<file path="src/udp_stream_cfg.svh">
// Frame sizes, network defaults and control register offsets
`ifndef UDP_STREAM_CFG_SVH
`define UDP_STREAM_CFG_SVH

////////////////////
// Frame geometry
`define PAYLOAD_WORDS   32                          // 16-bit words per packet
`define BEAT_BYTES      8
`define BANK_BEATS      (`PAYLOAD_WORDS / 4)        // 4 words per beat
`define UDP_LEN         (8 + 8 + 2 * `PAYLOAD_WORDS) // UDP header + sequence + payload
`define IP_LEN          (20 + `UDP_LEN)
`define FRAME_BEATS     (`BANK_BEATS + 7)
`define LAST_KEEP       8'h03                       // Two bytes left after the shift

////////////////////
// Network defaults
`define SRC_MAC         48'h001A2B3C4D5E
`define DEF_DST_MAC     48'hFFFFFFFFFFFF            // Broadcast
`define DEF_SRC_IP      32'hC0A80463                // 192.168.4.99
`define DEF_DST_IP      32'hC0A80401                // 192.168.4.1
`define DEF_PORT        16'd60133

////////////////////
// Register map
`define REG_SENT        6'h04
`define REG_RCVD        6'h08
`define REG_DMAC_LO     6'h0C
`define REG_DMAC_HI     6'h10
`define REG_SRC_IP      6'h14
`define REG_DST_IP      6'h18
`define REG_SRC_PORT    6'h1C
`define REG_DST_PORT    6'h20

`endif

</file>
<file path="src/udp_stream_pkg.sv">
// Stream beat, network address, header and register types
package udp_stream_pkg;

    // Byte n of the wire sits in bits 8n+7 to 8n
    typedef logic [63:0] beat_t;
    typedef logic [7:0]  keep_t;

    // Addresses and ports, most significant byte first on the wire
    typedef logic [47:0] mac_t;
    typedef logic [31:0] ip_t;
    typedef logic [15:0] port_t;

    typedef logic [63:0] seq_t;     // Packet sequence number

    typedef struct packed {
        mac_t  dst_mac;
        ip_t   src_ip;
        ip_t   dst_ip;
        port_t src_port;
        port_t dst_port;
    } net_cfg_t;

    // Ethernet, IPv4 and UDP headers, element 0 is the first byte sent
    typedef logic [41:0][7:0] hdr_t;

    // Control register port
    typedef logic [5:0]  reg_addr_t;
    typedef logic [31:0] reg_data_t;

endpackage

</file>
<file path="src/payload_if.sv">
// Payload hand-off interface between the sample buffer and the framer
`timescale 1ns/1ps

interface payload_if;
    logic                  avail;    // A full bank waits to be sent
    logic                  take;     // Framer claims the waiting bank
    logic                  rd_en;
    udp_stream_pkg::beat_t rd_data;  // One cycle after rd_en
    logic                  rd_last;  // Last beat of the bank

    modport buffer (
        output avail, rd_data, rd_last,
        input  take, rd_en
    );

    modport framer (
        input  avail, rd_data, rd_last,
        output take, rd_en
    );
endinterface

</file>
<file path="src/ctrl_regs.sv">
// Configuration registers, MAC staging, counters and read mux
`timescale 1ns/1ps
`include "udp_stream_cfg.svh"

module ctrl_regs (
    input  logic                      m00_axis_aclk,
    input  logic                      s00_axi_aresetn,
    input  logic                      reg_wr,
    input  logic                      reg_rd,
    input  udp_stream_pkg::reg_addr_t reg_addr,
    input  udp_stream_pkg::reg_data_t reg_wdata,
    output udp_stream_pkg::reg_data_t reg_rdata,
    output logic                      reg_rvalid,
    input  logic                      in_valid,
    input  udp_stream_pkg::seq_t      sent,
    output udp_stream_pkg::net_cfg_t  cfg
);

    logic [31:0]               mac_lo;    // MAC bytes 2 to 5 awaiting commit
    logic [31:0]               rcvd;
    udp_stream_pkg::reg_data_t rd_mux;

    always_ff @(posedge m00_axis_aclk or negedge s00_axi_aresetn) begin
        if (!s00_axi_aresetn) begin
            cfg.dst_mac  <= `DEF_DST_MAC;
            cfg.src_ip   <= `DEF_SRC_IP;
            cfg.dst_ip   <= `DEF_DST_IP;
            cfg.src_port <= `DEF_PORT;
            cfg.dst_port <= `DEF_PORT;
            mac_lo       <= '0;
            rcvd         <= '0;
            reg_rvalid   <= 1'b0;
        end else begin
            if (in_valid) rcvd <= rcvd + 1'b1;  // Dropped beats count too
            reg_rvalid <= reg_rd;
            if (reg_wr) begin
                case (reg_addr)
                    `REG_DMAC_LO:  mac_lo       <= reg_wdata;
                    `REG_DMAC_HI:  cfg.dst_mac  <= {reg_wdata[15:0], mac_lo};
                    `REG_SRC_IP:   cfg.src_ip   <= reg_wdata;
                    `REG_DST_IP:   cfg.dst_ip   <= reg_wdata;
                    `REG_SRC_PORT: cfg.src_port <= reg_wdata[15:0];
                    `REG_DST_PORT: cfg.dst_port <= reg_wdata[15:0];
                    default: ;
                endcase
            end
        end
    end

    ////////////////////
    // Readback
    always_comb begin
        case (reg_addr)
            `REG_SENT:     rd_mux = sent[31:0];
            `REG_RCVD:     rd_mux = rcvd;
            `REG_DMAC_LO:  rd_mux = cfg.dst_mac[31:0];          // Committed value only
            `REG_DMAC_HI:  rd_mux = {16'h0000, cfg.dst_mac[47:32]};
            `REG_SRC_IP:   rd_mux = cfg.src_ip;
            `REG_DST_IP:   rd_mux = cfg.dst_ip;
            `REG_SRC_PORT: rd_mux = {16'h0000, cfg.src_port};
            `REG_DST_PORT: rd_mux = {16'h0000, cfg.dst_port};
            default:       rd_mux = '0;
        endcase
    end

    always_ff @(posedge m00_axis_aclk) begin
        if (reg_rd) reg_rdata <= rd_mux;
    end

endmodule

</file>
<file path="src/header_builder.sv">
// Header snapshot with fixed fields, lengths and IPv4 header checksum
`timescale 1ns/1ps
`include "udp_stream_cfg.svh"

module header_builder (
    input  logic                     m00_axis_aclk,
    input  logic                     s00_axi_aresetn,
    input  udp_stream_pkg::net_cfg_t cfg,
    input  logic                     take,
    output udp_stream_pkg::hdr_t     hdr
);

    localparam logic [15:0] IP_LEN16  = 16'(`IP_LEN);
    localparam logic [15:0] UDP_LEN16 = 16'(`UDP_LEN);

    function automatic udp_stream_pkg::hdr_t build_hdr(input udp_stream_pkg::net_cfg_t c);
        udp_stream_pkg::hdr_t h;
        logic [9:0][15:0]     ip_w;   // Word 9 goes first
        logic [31:0]          sum;
        ip_w = {16'h4500, IP_LEN16, 16'h0001, 16'h4000, 16'hFF11, 16'h0000,
                c.src_ip, c.dst_ip};
        sum = '0;
        for (int i = 0; i < 10; i++) begin
            sum = sum + 32'(ip_w[i]);
        end
        // Two folds absorb every carry of ten words
        sum = {16'h0000, sum[15:0]} + {16'h0000, sum[31:16]};
        sum = {16'h0000, sum[15:0]} + {16'h0000, sum[31:16]};
        ip_w[4] = ~sum[15:0];           // Checksum field
        h[5:0]   = {<<8{c.dst_mac}};
        h[11:6]  = {<<8{`SRC_MAC}};
        h[13:12] = {<<8{16'h0800}};     // IPv4 EtherType
        h[33:14] = {<<8{ip_w}};
        h[41:34] = {<<8{c.src_port, c.dst_port, UDP_LEN16, 16'h0000}};
        return h;
    endfunction

    localparam udp_stream_pkg::net_cfg_t DEF_CFG = '{
        dst_mac:  `DEF_DST_MAC,
        src_ip:   `DEF_SRC_IP,
        dst_ip:   `DEF_DST_IP,
        src_port: `DEF_PORT,
        dst_port: `DEF_PORT
    };
    localparam udp_stream_pkg::hdr_t DEF_HDR = build_hdr(DEF_CFG);

    // Snapshot so that config writes during a frame wait for the next one
    always_ff @(posedge m00_axis_aclk or negedge s00_axi_aresetn) begin
        if (!s00_axi_aresetn) hdr <= DEF_HDR;
        else if (take)        hdr <= build_hdr(cfg);
    end

endmodule

</file>
<file path="src/sample_pingpong.sv">
// Two-bank sample buffer with write steering and bank hand-off
`timescale 1ns/1ps
`include "udp_stream_cfg.svh"

module sample_pingpong (
    input  logic                  m00_axis_aclk,
    input  logic                  s00_axi_aresetn,
    input  logic                  in_valid,
    input  udp_stream_pkg::beat_t in_data,
    payload_if.buffer             pl
);

    localparam int PTR_W = $clog2(`BANK_BEATS);
    localparam logic [PTR_W-1:0] LAST_PTR = PTR_W'(`BANK_BEATS - 1);

    udp_stream_pkg::beat_t mem [0:1][0:`BANK_BEATS-1];

    logic             wr_bank;
    logic [PTR_W-1:0] wr_ptr;
    logic [1:0]       full;
    logic             rd_bank;
    logic [PTR_W-1:0] rd_ptr;
    logic             active;   // Read bank claimed by the framer
    logic             wr_en;

    assign wr_en    = in_valid && !full[wr_bank];    // Drop beats while the bank is busy
    assign pl.avail = full[rd_bank] && !active;

    always_ff @(posedge m00_axis_aclk) begin
        if (wr_en) mem[wr_bank][wr_ptr] <= in_data;
        if (pl.rd_en) pl.rd_data <= mem[rd_bank][rd_ptr];
    end

    always_ff @(posedge m00_axis_aclk or negedge s00_axi_aresetn) begin
        if (!s00_axi_aresetn) begin
            wr_bank    <= 1'b0;
            wr_ptr     <= '0;
            full       <= 2'b00;
            rd_bank    <= 1'b0;
            rd_ptr     <= '0;
            active     <= 1'b0;
            pl.rd_last <= 1'b0;
        end else begin
            pl.rd_last <= pl.rd_en && (rd_ptr == LAST_PTR);
            if (wr_en) begin
                wr_ptr <= wr_ptr + 1'b1;
                if (wr_ptr == LAST_PTR) begin      // Bank complete, swap
                    full[wr_bank] <= 1'b1;
                    wr_bank       <= ~wr_bank;
                    wr_ptr        <= '0;
                end
            end
            if (pl.take) active <= 1'b1;
            if (pl.rd_en) begin
                rd_ptr <= rd_ptr + 1'b1;
                if (rd_ptr == LAST_PTR) begin
                    // Last beat out frees the bank
                    full[rd_bank] <= 1'b0;
                    rd_bank       <= ~rd_bank;
                    rd_ptr        <= '0;
                    active        <= 1'b0;
                end
            end
        end
    end

    ////////////////////
    // Checks
    take_while_avail: assert property (@(posedge m00_axis_aclk) disable iff (!s00_axi_aresetn)
        pl.take |-> pl.avail);

    no_write_into_sent_bank: assert property (@(posedge m00_axis_aclk)
        disable iff (!s00_axi_aresetn)
        wr_en |-> !(active && (wr_bank == rd_bank)));

endmodule

</file>
<file path="src/udp_framer.sv">
// Frame sequencer with payload alignment, sequence counter and stream output register
`timescale 1ns/1ps
`include "udp_stream_cfg.svh"

module udp_framer (
    input  logic                  m00_axis_aclk,
    input  logic                  s00_axi_aresetn,
    input  udp_stream_pkg::hdr_t  hdr,
    payload_if.framer             pl,
    input  logic                  m_tready,
    output logic                  m_tvalid,
    output udp_stream_pkg::beat_t m_tdata,
    output udp_stream_pkg::keep_t m_tkeep,
    output logic                  m_tlast,
    output udp_stream_pkg::seq_t  sent
);

    localparam int IDX_W = $clog2(`FRAME_BEATS);
    localparam logic [IDX_W-1:0] SEQ_IDX   = IDX_W'(5);   // UDP checksum + sequence
    localparam logic [IDX_W-1:0] PAY_FIRST = IDX_W'(6);
    localparam logic [IDX_W-1:0] TAIL_IDX  = IDX_W'(`FRAME_BEATS - 1);

    logic                  busy;
    logic [IDX_W-1:0]      idx;
    logic                  rd_pend;    // Bank beat arrives this cycle
    logic                  out_ready;
    logic                  hdr_load;
    logic                  pay_load;
    logic                  tail_load;
    logic [2:0]            hdr_sel;
    udp_stream_pkg::beat_t head_beat;
    logic [15:0]           prev_hi;    // Upper word carried into the next beat

    assign out_ready = !m_tvalid || m_tready;
    assign pl.take   = !busy && pl.avail;
    assign hdr_load  = busy && (idx <= SEQ_IDX) && out_ready;
    assign pay_load  = rd_pend;        // Output was free when the read went out
    assign tail_load = busy && (idx == TAIL_IDX) && out_ready;
    // Read only if the beat can be taken on arrival
    assign pl.rd_en  = busy && (idx >= PAY_FIRST) && (idx < TAIL_IDX)
                       && !rd_pend && out_ready;

    assign hdr_sel = (idx < SEQ_IDX) ? idx[2:0] : 3'd0;

    always_comb begin
        if (idx == SEQ_IDX) head_beat = {sent[47:0], hdr[41], hdr[40]};
        else                head_beat = hdr[8*hdr_sel +: 8];
    end

    ////////////////////
    // Control
    always_ff @(posedge m00_axis_aclk or negedge s00_axi_aresetn) begin
        if (!s00_axi_aresetn) begin
            busy     <= 1'b0;
            idx      <= '0;
            rd_pend  <= 1'b0;
            sent     <= '0;
            m_tvalid <= 1'b0;
            m_tkeep  <= '1;
            m_tlast  <= 1'b0;
        end else begin
            rd_pend <= pl.rd_en;
            if (pl.take) begin
                busy <= 1'b1;
                idx  <= '0;
                sent <= sent + 1'b1;    // First frame carries 1
            end
            if (hdr_load || pay_load || tail_load) begin
                m_tvalid <= 1'b1;
                m_tkeep  <= tail_load ? `LAST_KEEP : 8'hFF;
                m_tlast  <= tail_load;
            end else if (m_tready) begin
                m_tvalid <= 1'b0;
            end
            if (hdr_load) idx <= idx + 1'b1;
            if (pay_load) idx <= pl.rd_last ? TAIL_IDX : idx + 1'b1;
            if (tail_load) busy <= 1'b0;
        end
    end

    ////////////////////
    // Data path
    always_ff @(posedge m00_axis_aclk) begin
        if (hdr_load) begin
            m_tdata <= head_beat;
            if (idx == SEQ_IDX) prev_hi <= sent[63:48];
        end else if (pay_load) begin
            m_tdata <= {pl.rd_data[47:0], prev_hi};   // 16-bit shift from the 50-byte preamble
            prev_hi <= pl.rd_data[63:48];
        end else if (tail_load) begin
            m_tdata <= {48'h0, prev_hi};
        end
    end

    hold_while_stalled: assert property (@(posedge m00_axis_aclk)
        disable iff (!s00_axi_aresetn)
        (m_tvalid && !m_tready) |=> (m_tvalid && $stable(m_tdata) && $stable(m_tkeep)
                                     && $stable(m_tlast)));

endmodule

</file>
<file path="src/udp_stream_top.sv">
// Top level of the ADC sample to UDP frame streamer
`timescale 1ns/1ps

module udp_stream_top (
    input  logic                      m00_axis_aclk,
    input  logic                      s00_axi_aresetn,
    // Sample input, always accepted
    input  logic                      in_valid,
    input  udp_stream_pkg::beat_t     in_data,
    // Frame output
    input  logic                      m_tready,
    output logic                      m_tvalid,
    output udp_stream_pkg::beat_t     m_tdata,
    output udp_stream_pkg::keep_t     m_tkeep,
    output logic                      m_tlast,
    // Control registers
    input  logic                      reg_wr,
    input  logic                      reg_rd,
    input  udp_stream_pkg::reg_addr_t reg_addr,
    input  udp_stream_pkg::reg_data_t reg_wdata,
    output udp_stream_pkg::reg_data_t reg_rdata,
    output logic                      reg_rvalid
);

    udp_stream_pkg::net_cfg_t cfg;
    udp_stream_pkg::hdr_t     hdr;
    udp_stream_pkg::seq_t     sent;

    payload_if pl ();

    sample_pingpong u_pingpong (
        .m00_axis_aclk  (m00_axis_aclk),
        .s00_axi_aresetn(s00_axi_aresetn),
        .in_valid       (in_valid),
        .in_data        (in_data),
        .pl             (pl.buffer)
    );

    header_builder u_header (
        .m00_axis_aclk  (m00_axis_aclk),
        .s00_axi_aresetn(s00_axi_aresetn),
        .cfg            (cfg),
        .take           (pl.take),      // Snapshot as the bank is claimed
        .hdr            (hdr)
    );

    udp_framer u_framer (
        .m00_axis_aclk  (m00_axis_aclk),
        .s00_axi_aresetn(s00_axi_aresetn),
        .hdr            (hdr),
        .pl             (pl.framer),
        .m_tready       (m_tready),
        .m_tvalid       (m_tvalid),
        .m_tdata        (m_tdata),
        .m_tkeep        (m_tkeep),
        .m_tlast        (m_tlast),
        .sent           (sent)
    );

    ctrl_regs u_regs (
        .m00_axis_aclk  (m00_axis_aclk),
        .s00_axi_aresetn(s00_axi_aresetn),
        .reg_wr         (reg_wr),
        .reg_rd         (reg_rd),
        .reg_addr       (reg_addr),
        .reg_wdata      (reg_wdata),
        .reg_rdata      (reg_rdata),
        .reg_rvalid     (reg_rvalid),
        .in_valid       (in_valid),
        .sent           (sent),
        .cfg            (cfg)
    );

endmodule

</file>
<file path="config.mk">
export PLATFORM = sky130hd
export DESIGN_NAME = udp_stream_top
export DESIGN_NICKNAME = d
export VERILOG_FILES = /design/src/udp_stream_pkg.sv /design/src/payload_if.sv /design/src/ctrl_regs.sv /design/src/header_builder.sv /design/src/sample_pingpong.sv /design/src/udp_framer.sv /design/src/udp_stream_top.sv
export VERILOG_INCLUDE_DIRS = /design/src /design/src/src
export SDC_FILE = /design/constraint.sdc
export NUM_CORES = 2
export LEC_CHECK = 0
export ABC_AREA = 1
export BUFFER_PORTS_ARGS = -buffer_cell sky130_fd_sc_hd__buf_4
export CORE_AREA = 4 4 378 752
export CTS_BUF_LIST = sky130_fd_sc_hd__clkbuf_4 sky130_fd_sc_hd__clkbuf_8
export DETAILED_ROUTE_END_ITERATION = 7
export DIE_AREA = 0 0 382 756
export GPL_TIMING_DRIVEN = 1
export SLEW_MARGIN = 15
export SYNTH_ARGS = -nofsm -noshare
export SYNTH_HDL_FRONTEND = slang
export SYNTH_SLANG_ARGS = --single-unit
</file>
<file path="constraint.sdc">
create_clock -name m00_axis_aclk -period 9.5 [get_ports m00_axis_aclk]
set_clock_uncertainty 0.15 [all_clocks]
set_input_delay 1.425 -clock m00_axis_aclk [delete_from_list [all_inputs] [get_ports m00_axis_aclk]]
set_output_delay 1.425 -clock m00_axis_aclk [all_outputs]
set_load 0.01 [all_outputs]
</file>
# Yosys cells after proc, flatten, opt, wreduce, memory -nomap -nowiden
# Memories as Yosys holds them, arrays and structs flattened.
# Cells that the tools add are included.
[op_classes]
shifts = 8
eq_ne = 13
addsub = 15
bitwise = 8
n_lt_le_gt_ge = 11
n_mux = 42
n_reduce_logical = 37
[op_table]
columns = ["cell", "count"]
rows = [
  ["512-bit 2-to-1 mux", 1],
  ["64-bit 2-to-1 mux", 7],
  ["42-bit by 7-bit indexed part select with 8-bit output", 8],
  ["32-bit one-hot mux with 8 select lines", 1],
  ["64-bit binary-select mux with 3-bit select", 1],
  ["64-bit demux with 3-bit select", 1],
  ["32-bit by 1-bit adder with 32-bit output, second input constant", 2],
  ["32-bit by 15-bit adder with 32-bit output, second input constant", 2],
  ["32-bit by 16-bit adder with 32-bit output", 2],
  ["64-bit by 1-bit adder with 64-bit output, second input constant", 1],
  ["16-bit 2-to-1 mux", 3],
  ["16-bit by 16-bit adder with 17-bit output", 2],
  ["32-bit by 16-bit adder with 32-bit output, second input constant", 1],
  ["32-bit by 7-bit adder with 32-bit output, second input constant", 1],
  ["6-bit by 5-bit == test with 1-bit output, second input constant", 4],
  ["2-bit AND reduction", 9],
  ["16-bit adder", 1],
  ["4-bit 2-to-1 mux", 4],
  ["16-bit NOT", 1],
  ["1-bit logical AND", 15],
  ["1-bit 2-to-1 mux", 14],
  ["6-bit by 4-bit == test with 1-bit output, second input constant", 2],
  ["3-bit 2-to-1 mux", 3],
  ["4-bit greater-or-equal comparator, second input constant", 2],
  ["other kinds (27)", 46],
]
[totals]
wordCells = 181
n_memories = 1
out_inout_bits = 107
input_bits = 108
mem_bits_rw = 1024
regBits = 637
[mem_list]
columns = ["memory", "words", "width", "rd", "rd_clocked_by_memory_dff", "write_ports", "line", "rtl"]
rows = [
  ["u_pingpong.mem", 2, 512, 1, 0, 1, "sample_pingpong.sv:16", "udp_stream_pkg::beat_t mem [0:1][0:`BANK_BEATS-1];"],
]

# Longest topological paths before layout
[depth]
word_depth = 11
depth_mapped = 49
ltp_nobuf = 49

# Modules after synthesis
# Synthesis repeated with hierarchy kept, for this count alone.
[unflattened]
hier_cells = 8902
area_unflattened_um2 = 79715.2
[modules_own_cells]
columns = ["mod", "area_per_inst_um2", "cells_per_inst", "instances", "seq_area_each_um2"]
rows = [
  ["sample_pingpong", 46084.2, 4269, 1, 32971.6],
  ["udp_framer", 12137.9, 1991, 1, 4230.3],
  ["ctrl_regs", 11018.1, 1298, 1, 6297.3],
  ["header_builder", 10475.0, 1344, 1, 4121.5],
]

# Worst setup path after synthesis
# Ideal clock, no wire load.
[synth_timing]
path_kind = "flip-flop to flip-flop"
startpoint = "register, netlist name u_regs.cfg[32]"
endpoint = "register u_header.hdr[199] (netlist name)"
t_required_ps = 9289
path_buffers = 0
setup_time_ps = 61
stages_incl_launch_ff = 47
t_arrival_ps = 6856
synth_period_minus_slack_ps = 7067
path_slack_ps = 2433
cell_sequence = "dfstp_2 -> ha_1 -> fa_1 -> a21oi_1 -> o21bai_1 -> a21oi_1 -> o21ai_0 -> nand3_1 -> nand2_1 -> xor2_1 -> fa_1 -> ha_1 -> ha_1 -> a21o_1 -> nor2_1 -> nand3_1 -> a31oi_1 -> nor2_1 -> [... 11 more ...] -> inv_1 -> nand3_1 -> nor2_1 -> ha_1 -> nand2_1 -> nor2_1 -> nand2_1 -> nor2_1 -> nand2_1 -> nor2_1 -> nand2_1 -> nor2_1 -> nand2_1 -> nor2_2 -> nand2_1 -> nand2_1 -> nand3_1 -> nand2_1"
[synth_between]
elab_chain_cells = 11
[synth_lines]
columns = ["item", "line", "rtl"]
rows = [
  ["16-bit by 16-bit adder with 17-bit output", "header_builder.sv:24", "sum = sum + 32'(ip_w[i]);"],
  ["32-bit by 16-bit adder with 32-bit output (3 in a row)", "header_builder.sv:24", ""],
  ["32-bit by 15-bit adder with 32-bit output", "header_builder.sv:24", ""],
  ["32-bit by 1-bit adder with 32-bit output", "header_builder.sv:24", ""],
  ["32-bit by 7-bit adder with 32-bit output", "header_builder.sv:24", ""],
  ["32-bit by 15-bit adder with 32-bit output", "header_builder.sv:24", ""],
  ["16-bit by 16-bit adder with 17-bit output", "header_builder.sv:27", "sum = {16'h0000, sum[15:0]} + {16'h0000, sum[31:16]};"],
  ["16-bit adder", "header_builder.sv:28", "sum = {16'h0000, sum[15:0]} + {16'h0000, sum[31:16]};"],
  ["16-bit NOT", "header_builder.sv:29", "ip_w[4] = ~sum[15:0];"],
  ["to (signal assigned)", "header_builder.sv:50", "else if (take) hdr <= build_hdr(cfg);"],
  ["to (decl)", "header_builder.sv:10", "output udp_stream_pkg::hdr_t hdr"],
]
# Every way passes these cells.
# A chain may end at the register's enable or synchronous reset.

# Worst setup path after layout
[layout_timing]
startpoint = "register, netlist name u_regs.cfg[48]"
endpoint = "register u_header.hdr[199] (netlist name)"
[layout_between]
elab_chain_cells = 11
[layout_lines]
columns = ["item", "line"]
rows = [
  ["16-bit by 16-bit adder with 17-bit output", "header_builder.sv:24"],
  ["32-bit by 16-bit adder with 32-bit output (3 in a row)", "header_builder.sv:24"],
  ["32-bit by 15-bit adder with 32-bit output", "header_builder.sv:24"],
  ["32-bit by 1-bit adder with 32-bit output", "header_builder.sv:24"],
  ["32-bit by 7-bit adder with 32-bit output", "header_builder.sv:24"],
  ["32-bit by 15-bit adder with 32-bit output", "header_builder.sv:24"],
  ["16-bit by 16-bit adder with 17-bit output", "header_builder.sv:27"],
  ["16-bit adder", "header_builder.sv:28"],
  ["16-bit NOT", "header_builder.sv:29"],
]
# Every way passes these cells.

==> flow_metrics.env <==
export IMPL_path_max_fanout=5
export IMPL_synthFlopType="edfxtp_1"
export IMPL_cpMostUsedCell="nand2_1"
export IMPL_endpoint_kind="register"
export IMPL_syn_to_final_growth_pct=15.50
export IMPL_grt_usage_pct=16.61
export IMPL_synth_edf_count=1200
export IMPL_core_rowCount=274
export IMPL_clkSlewWorstSetupHoldPaths_ns=0.08
export IMPL_grt_max_degree=227
export IMPL_postRouteAntennaNets=0
export IMPL_die_w_um=382
export IMPL_ys_top_cells_by_count="edfxtp_1, nand2_1, o21ai_0, nor2_1, inv_1"
export IMPL_slowest_delay_ns=0.44
export IMPL_drive_above_1_share_pct=15.68
export IMPL_fin_crit_ns=8.537
export IMPL_crit_type="register to register"
export IMPL_synthDistinctLibCells=59
export IMPL_internal_power_uw=14160
export IMPL_p_per_area_nw_per_um2=287.5
export IMPL_wire_per_inst_um=25.32
export IMPL_rrSetupSlack_ns=0.96
export IMPL_die_area_um2=288800
export IMPL_numCtsBuffers=224
export IMPL_syn_area_per_cell_um2=12.24
export IMPL_dpl_hpwl_um=162900
export IMPL_p_sw_uw=8841
export IMPL_grt_antenna_before_repair=45
export IMPL_netlist_instances=5662
export IMPL_cts_tree="done"
export IMPL_drcViolationCount=4
export IMPL_start_util_pct=24.89
export IMPL_p_sw_share_pct=38.44
export IMPL_p_seq_share_pct=42.3
export IMPL_power_frac_comb_pct=32.8
export IMPL_synth_seq_cells=1654
export IMPL_ir_drop_mv=0.2858
export IMPL_rsz0062_at_grt="false"
export IMPL_p_clk_share_pct=24.9
export IMPL_synthesis_area_um2=69280
export IMPL_grt_pass1_vias=47710
export IMPL_io_pins=215
export IMPL_max_clock_freq_mhz=117.1
export IMPL_place_congestion=0.9859
export IMPL_vias=47730
export IMPL_maxCapViolCount=0
export IMPL_synth_largest_area_cell="edfxtp_1"
export IMPL_crit_arrival_ns=9.21
export IMPL_overflow=0
export IMPL_hold_violations=0
export IMPL_viasPerCell=4.868
export IMPL_seq_area_frac_synth_pct=68.74
export IMPL_worst_hold_slack_ns=0.2814
export IMPL_instances_no_fill=9804
export IMPL_max_clock_path_buffers=4
export IMPL_leakagePower_uw=0.02908
export IMPL_yosysWarnings=0
export IMPL_fin_util_pct=28.74
export IMPL_synth_top_cell_area_share_pct=52.01
export IMPL_nets=6075
export IMPL_grt_pass1_wl_um=348100
export IMPL_first_pass_iters=7
export IMPL_setup_tns_ns=0
export IMPL_status="finished, violations left"
export IMPL_port_buffers=212
export IMPL_core_region_area_um2=278400
export IMPL_maxSlewViolCount=0
export IMPL_crit_required_ns=10.17
export IMPL_worstSkewPairLatency_ns=0.93
export IMPL_max_slew_margin_pct=15.05
export IMPL_drt_iter0_markers=4666
export IMPL_floorplan_die_height_um=756
export IMPL_cts_setup_buffers=0
export IMPL_synthArstFlopShare_pct=27.45
export IMPL_cp_start_kind="register"
export IMPL_tightestPinTransition_ns=1.263
export IMPL_yosysMostFrequentCell="edfxtp_1"
export IMPL_min_path_type="register to register"
export IMPL_violations="design-rule violations"
export IMPL_critPathSlowestCell="fa_1"
export IMPL_cts_root_buffer_cell="clkbuf_8"
export IMPL_place_inst=9383
export IMPL_netlist_top_cells_area="edfxtp_1, dfrtp_1, dfstp_2"
export IMPL_finalSetupViolations=0
export IMPL_cts_htree_levels=4
export IMPL_finalCritPeriodShare_pct=89.86
export IMPL_cts_sinks=1654
export IMPL_finalWirelength_um=248200
metrics by stage:
step | power [µW] | instance area (µm²) | worst slack, ns
2_1_floorplan | 13930 | 69280 | 2.433
3_3_place_gp | 17190 | 75290 | 0.5884
3_5_place_dp | 17310 | 75300 | 0.6300
4_1_cts | 23070 | 79950 | 0.5496
5_1_grt | 24080 | 79990 | 0.02449
6_report | 23000 | 80020 | 0.9631
power groups by stage:
stage | combinational (µW) | clock [µW] | sequential [µW]
CTS | 7490 | 5870 | 9720
finish | 7540 | 5740 | 9720
global placement | 7360 | 0 | 9830
global route | 8160 | 6150 | 9780
detailed placement | 7460 | 0 | 9850
floorplan | 4380 | 0 | 9550
critical path, delay by kind of cell, from the launching register on:
kind / cells / cell delay (ns)
AO/OA/AOI/OAI: 6 / 1.35
XOR/XNOR: 2 / 0.60
adder cells (fa/ha/maj): 8 / 2.44
buffers and inverters: 2 / 0.19
flip-flops: 1 / 0.40
AND/OR/NAND/NOR: 27 / 3.30
sequential cells by signal (all words and copies together) (netlist names), 2 cells and up:
name and cells:
u_pingpong.wr_ptr 3, u_header.hdr 160, u_regs.rcvd 32, u_framer.m_tdata 64, u_framer.idx 4, u_regs.reg_rdata 32
u_pingpong.mem 1024, u_pingpong.rd_ptr 3, u_pingpong.pl.rd_data 64, u_pingpong.full 2, u_framer.sent 64, u_regs.mac_lo 32
u_regs.cfg 144, u_framer.prev_hi 16
routing by layer:
metal  share of wire, %  routed length, µm  vias up  GRT usage, %
li1                   -                  -    20860             -
met1                 35              86420    24050         17.86
met2                 50             125200     2110         29.55
met3                7.0              17390      661         3.379
met4                7.6              18910       46         10.69
met5               0.13                317        -             0
kinds of logic (layout without fill, tap and decap cells):
kind of cell / Yosys count / after routing / share of synthesized area [%]
XOR/XNOR: 120 / 120 / 1.517
AND/OR/NAND/NOR: 1737 / 1737 / 10.18
AO/OA/AOI/OAI: 1167 / 1167 / 10.90
multiplexers: 219 / 219 / 3.198
other: 1 / 15 / 0.005413
buffers and inverters: 682 / 1084 / 3.775
adder cells (fa/ha/maj): 82 / 82 / 1.687
flip-flops: 1654 / 1654 / 68.74
cell type report:
type                       count  area (µm²)
timing repair buffer         315        2414
fill                       28490      198400
clock buffer                 306        3811
sequential                  1654       47640
inverter                     363        1374
antenna                       13       32.53
clock inverter               100       835.8
tap                         3726        4662
multi-input combinational   3327       19250
worst paths after layout:
path	start	endpoint	cells after the start
setup reg to reg	u_regs.cfg[48]$_DFFE_PN0P_	u_header.hdr[199]$_DFFE_PN1P_	45
hold reg to reg	u_regs.cfg[23]$_DFFE_PN1P_	u_header.hdr[287]$_DFFE_PN1P_	2
min in group asynchronous	s00_axi_aresetn	u_regs.reg_rvalid$_DFF_PN0_	1
max in group asynchronous	s00_axi_aresetn	u_header.hdr[245]$_DFFE_PN0P_	3
hold / removal	u_regs.cfg[23]$_DFFE_PN1P_	u_header.hdr[287]$_DFFE_PN1P_	2
setup / recovery	u_regs.cfg[48]$_DFFE_PN0P_	u_header.hdr[199]$_DFFE_PN1P_	45
cell usage in the layout (no fill, tap or decap), types with 110 or more instances in the layout:
master,n
mux2i_1,200
xor2_1,110
dfrtp_1,270
dfstp_2,180
nand3_1,153
clkbuf_8,242
buf_4,310
inv_1,350
nor2_1,514
edfxtp_1,1200
o221ai_1,215
o21ai_0,543
nand2_1,903
repair_timing:
item,4_1_cts,5_1_grt
hold buffers,0,0
setup endpoints to repair,0,5
gates resized for setup,0,5
(Power assumes the default switching activity.)
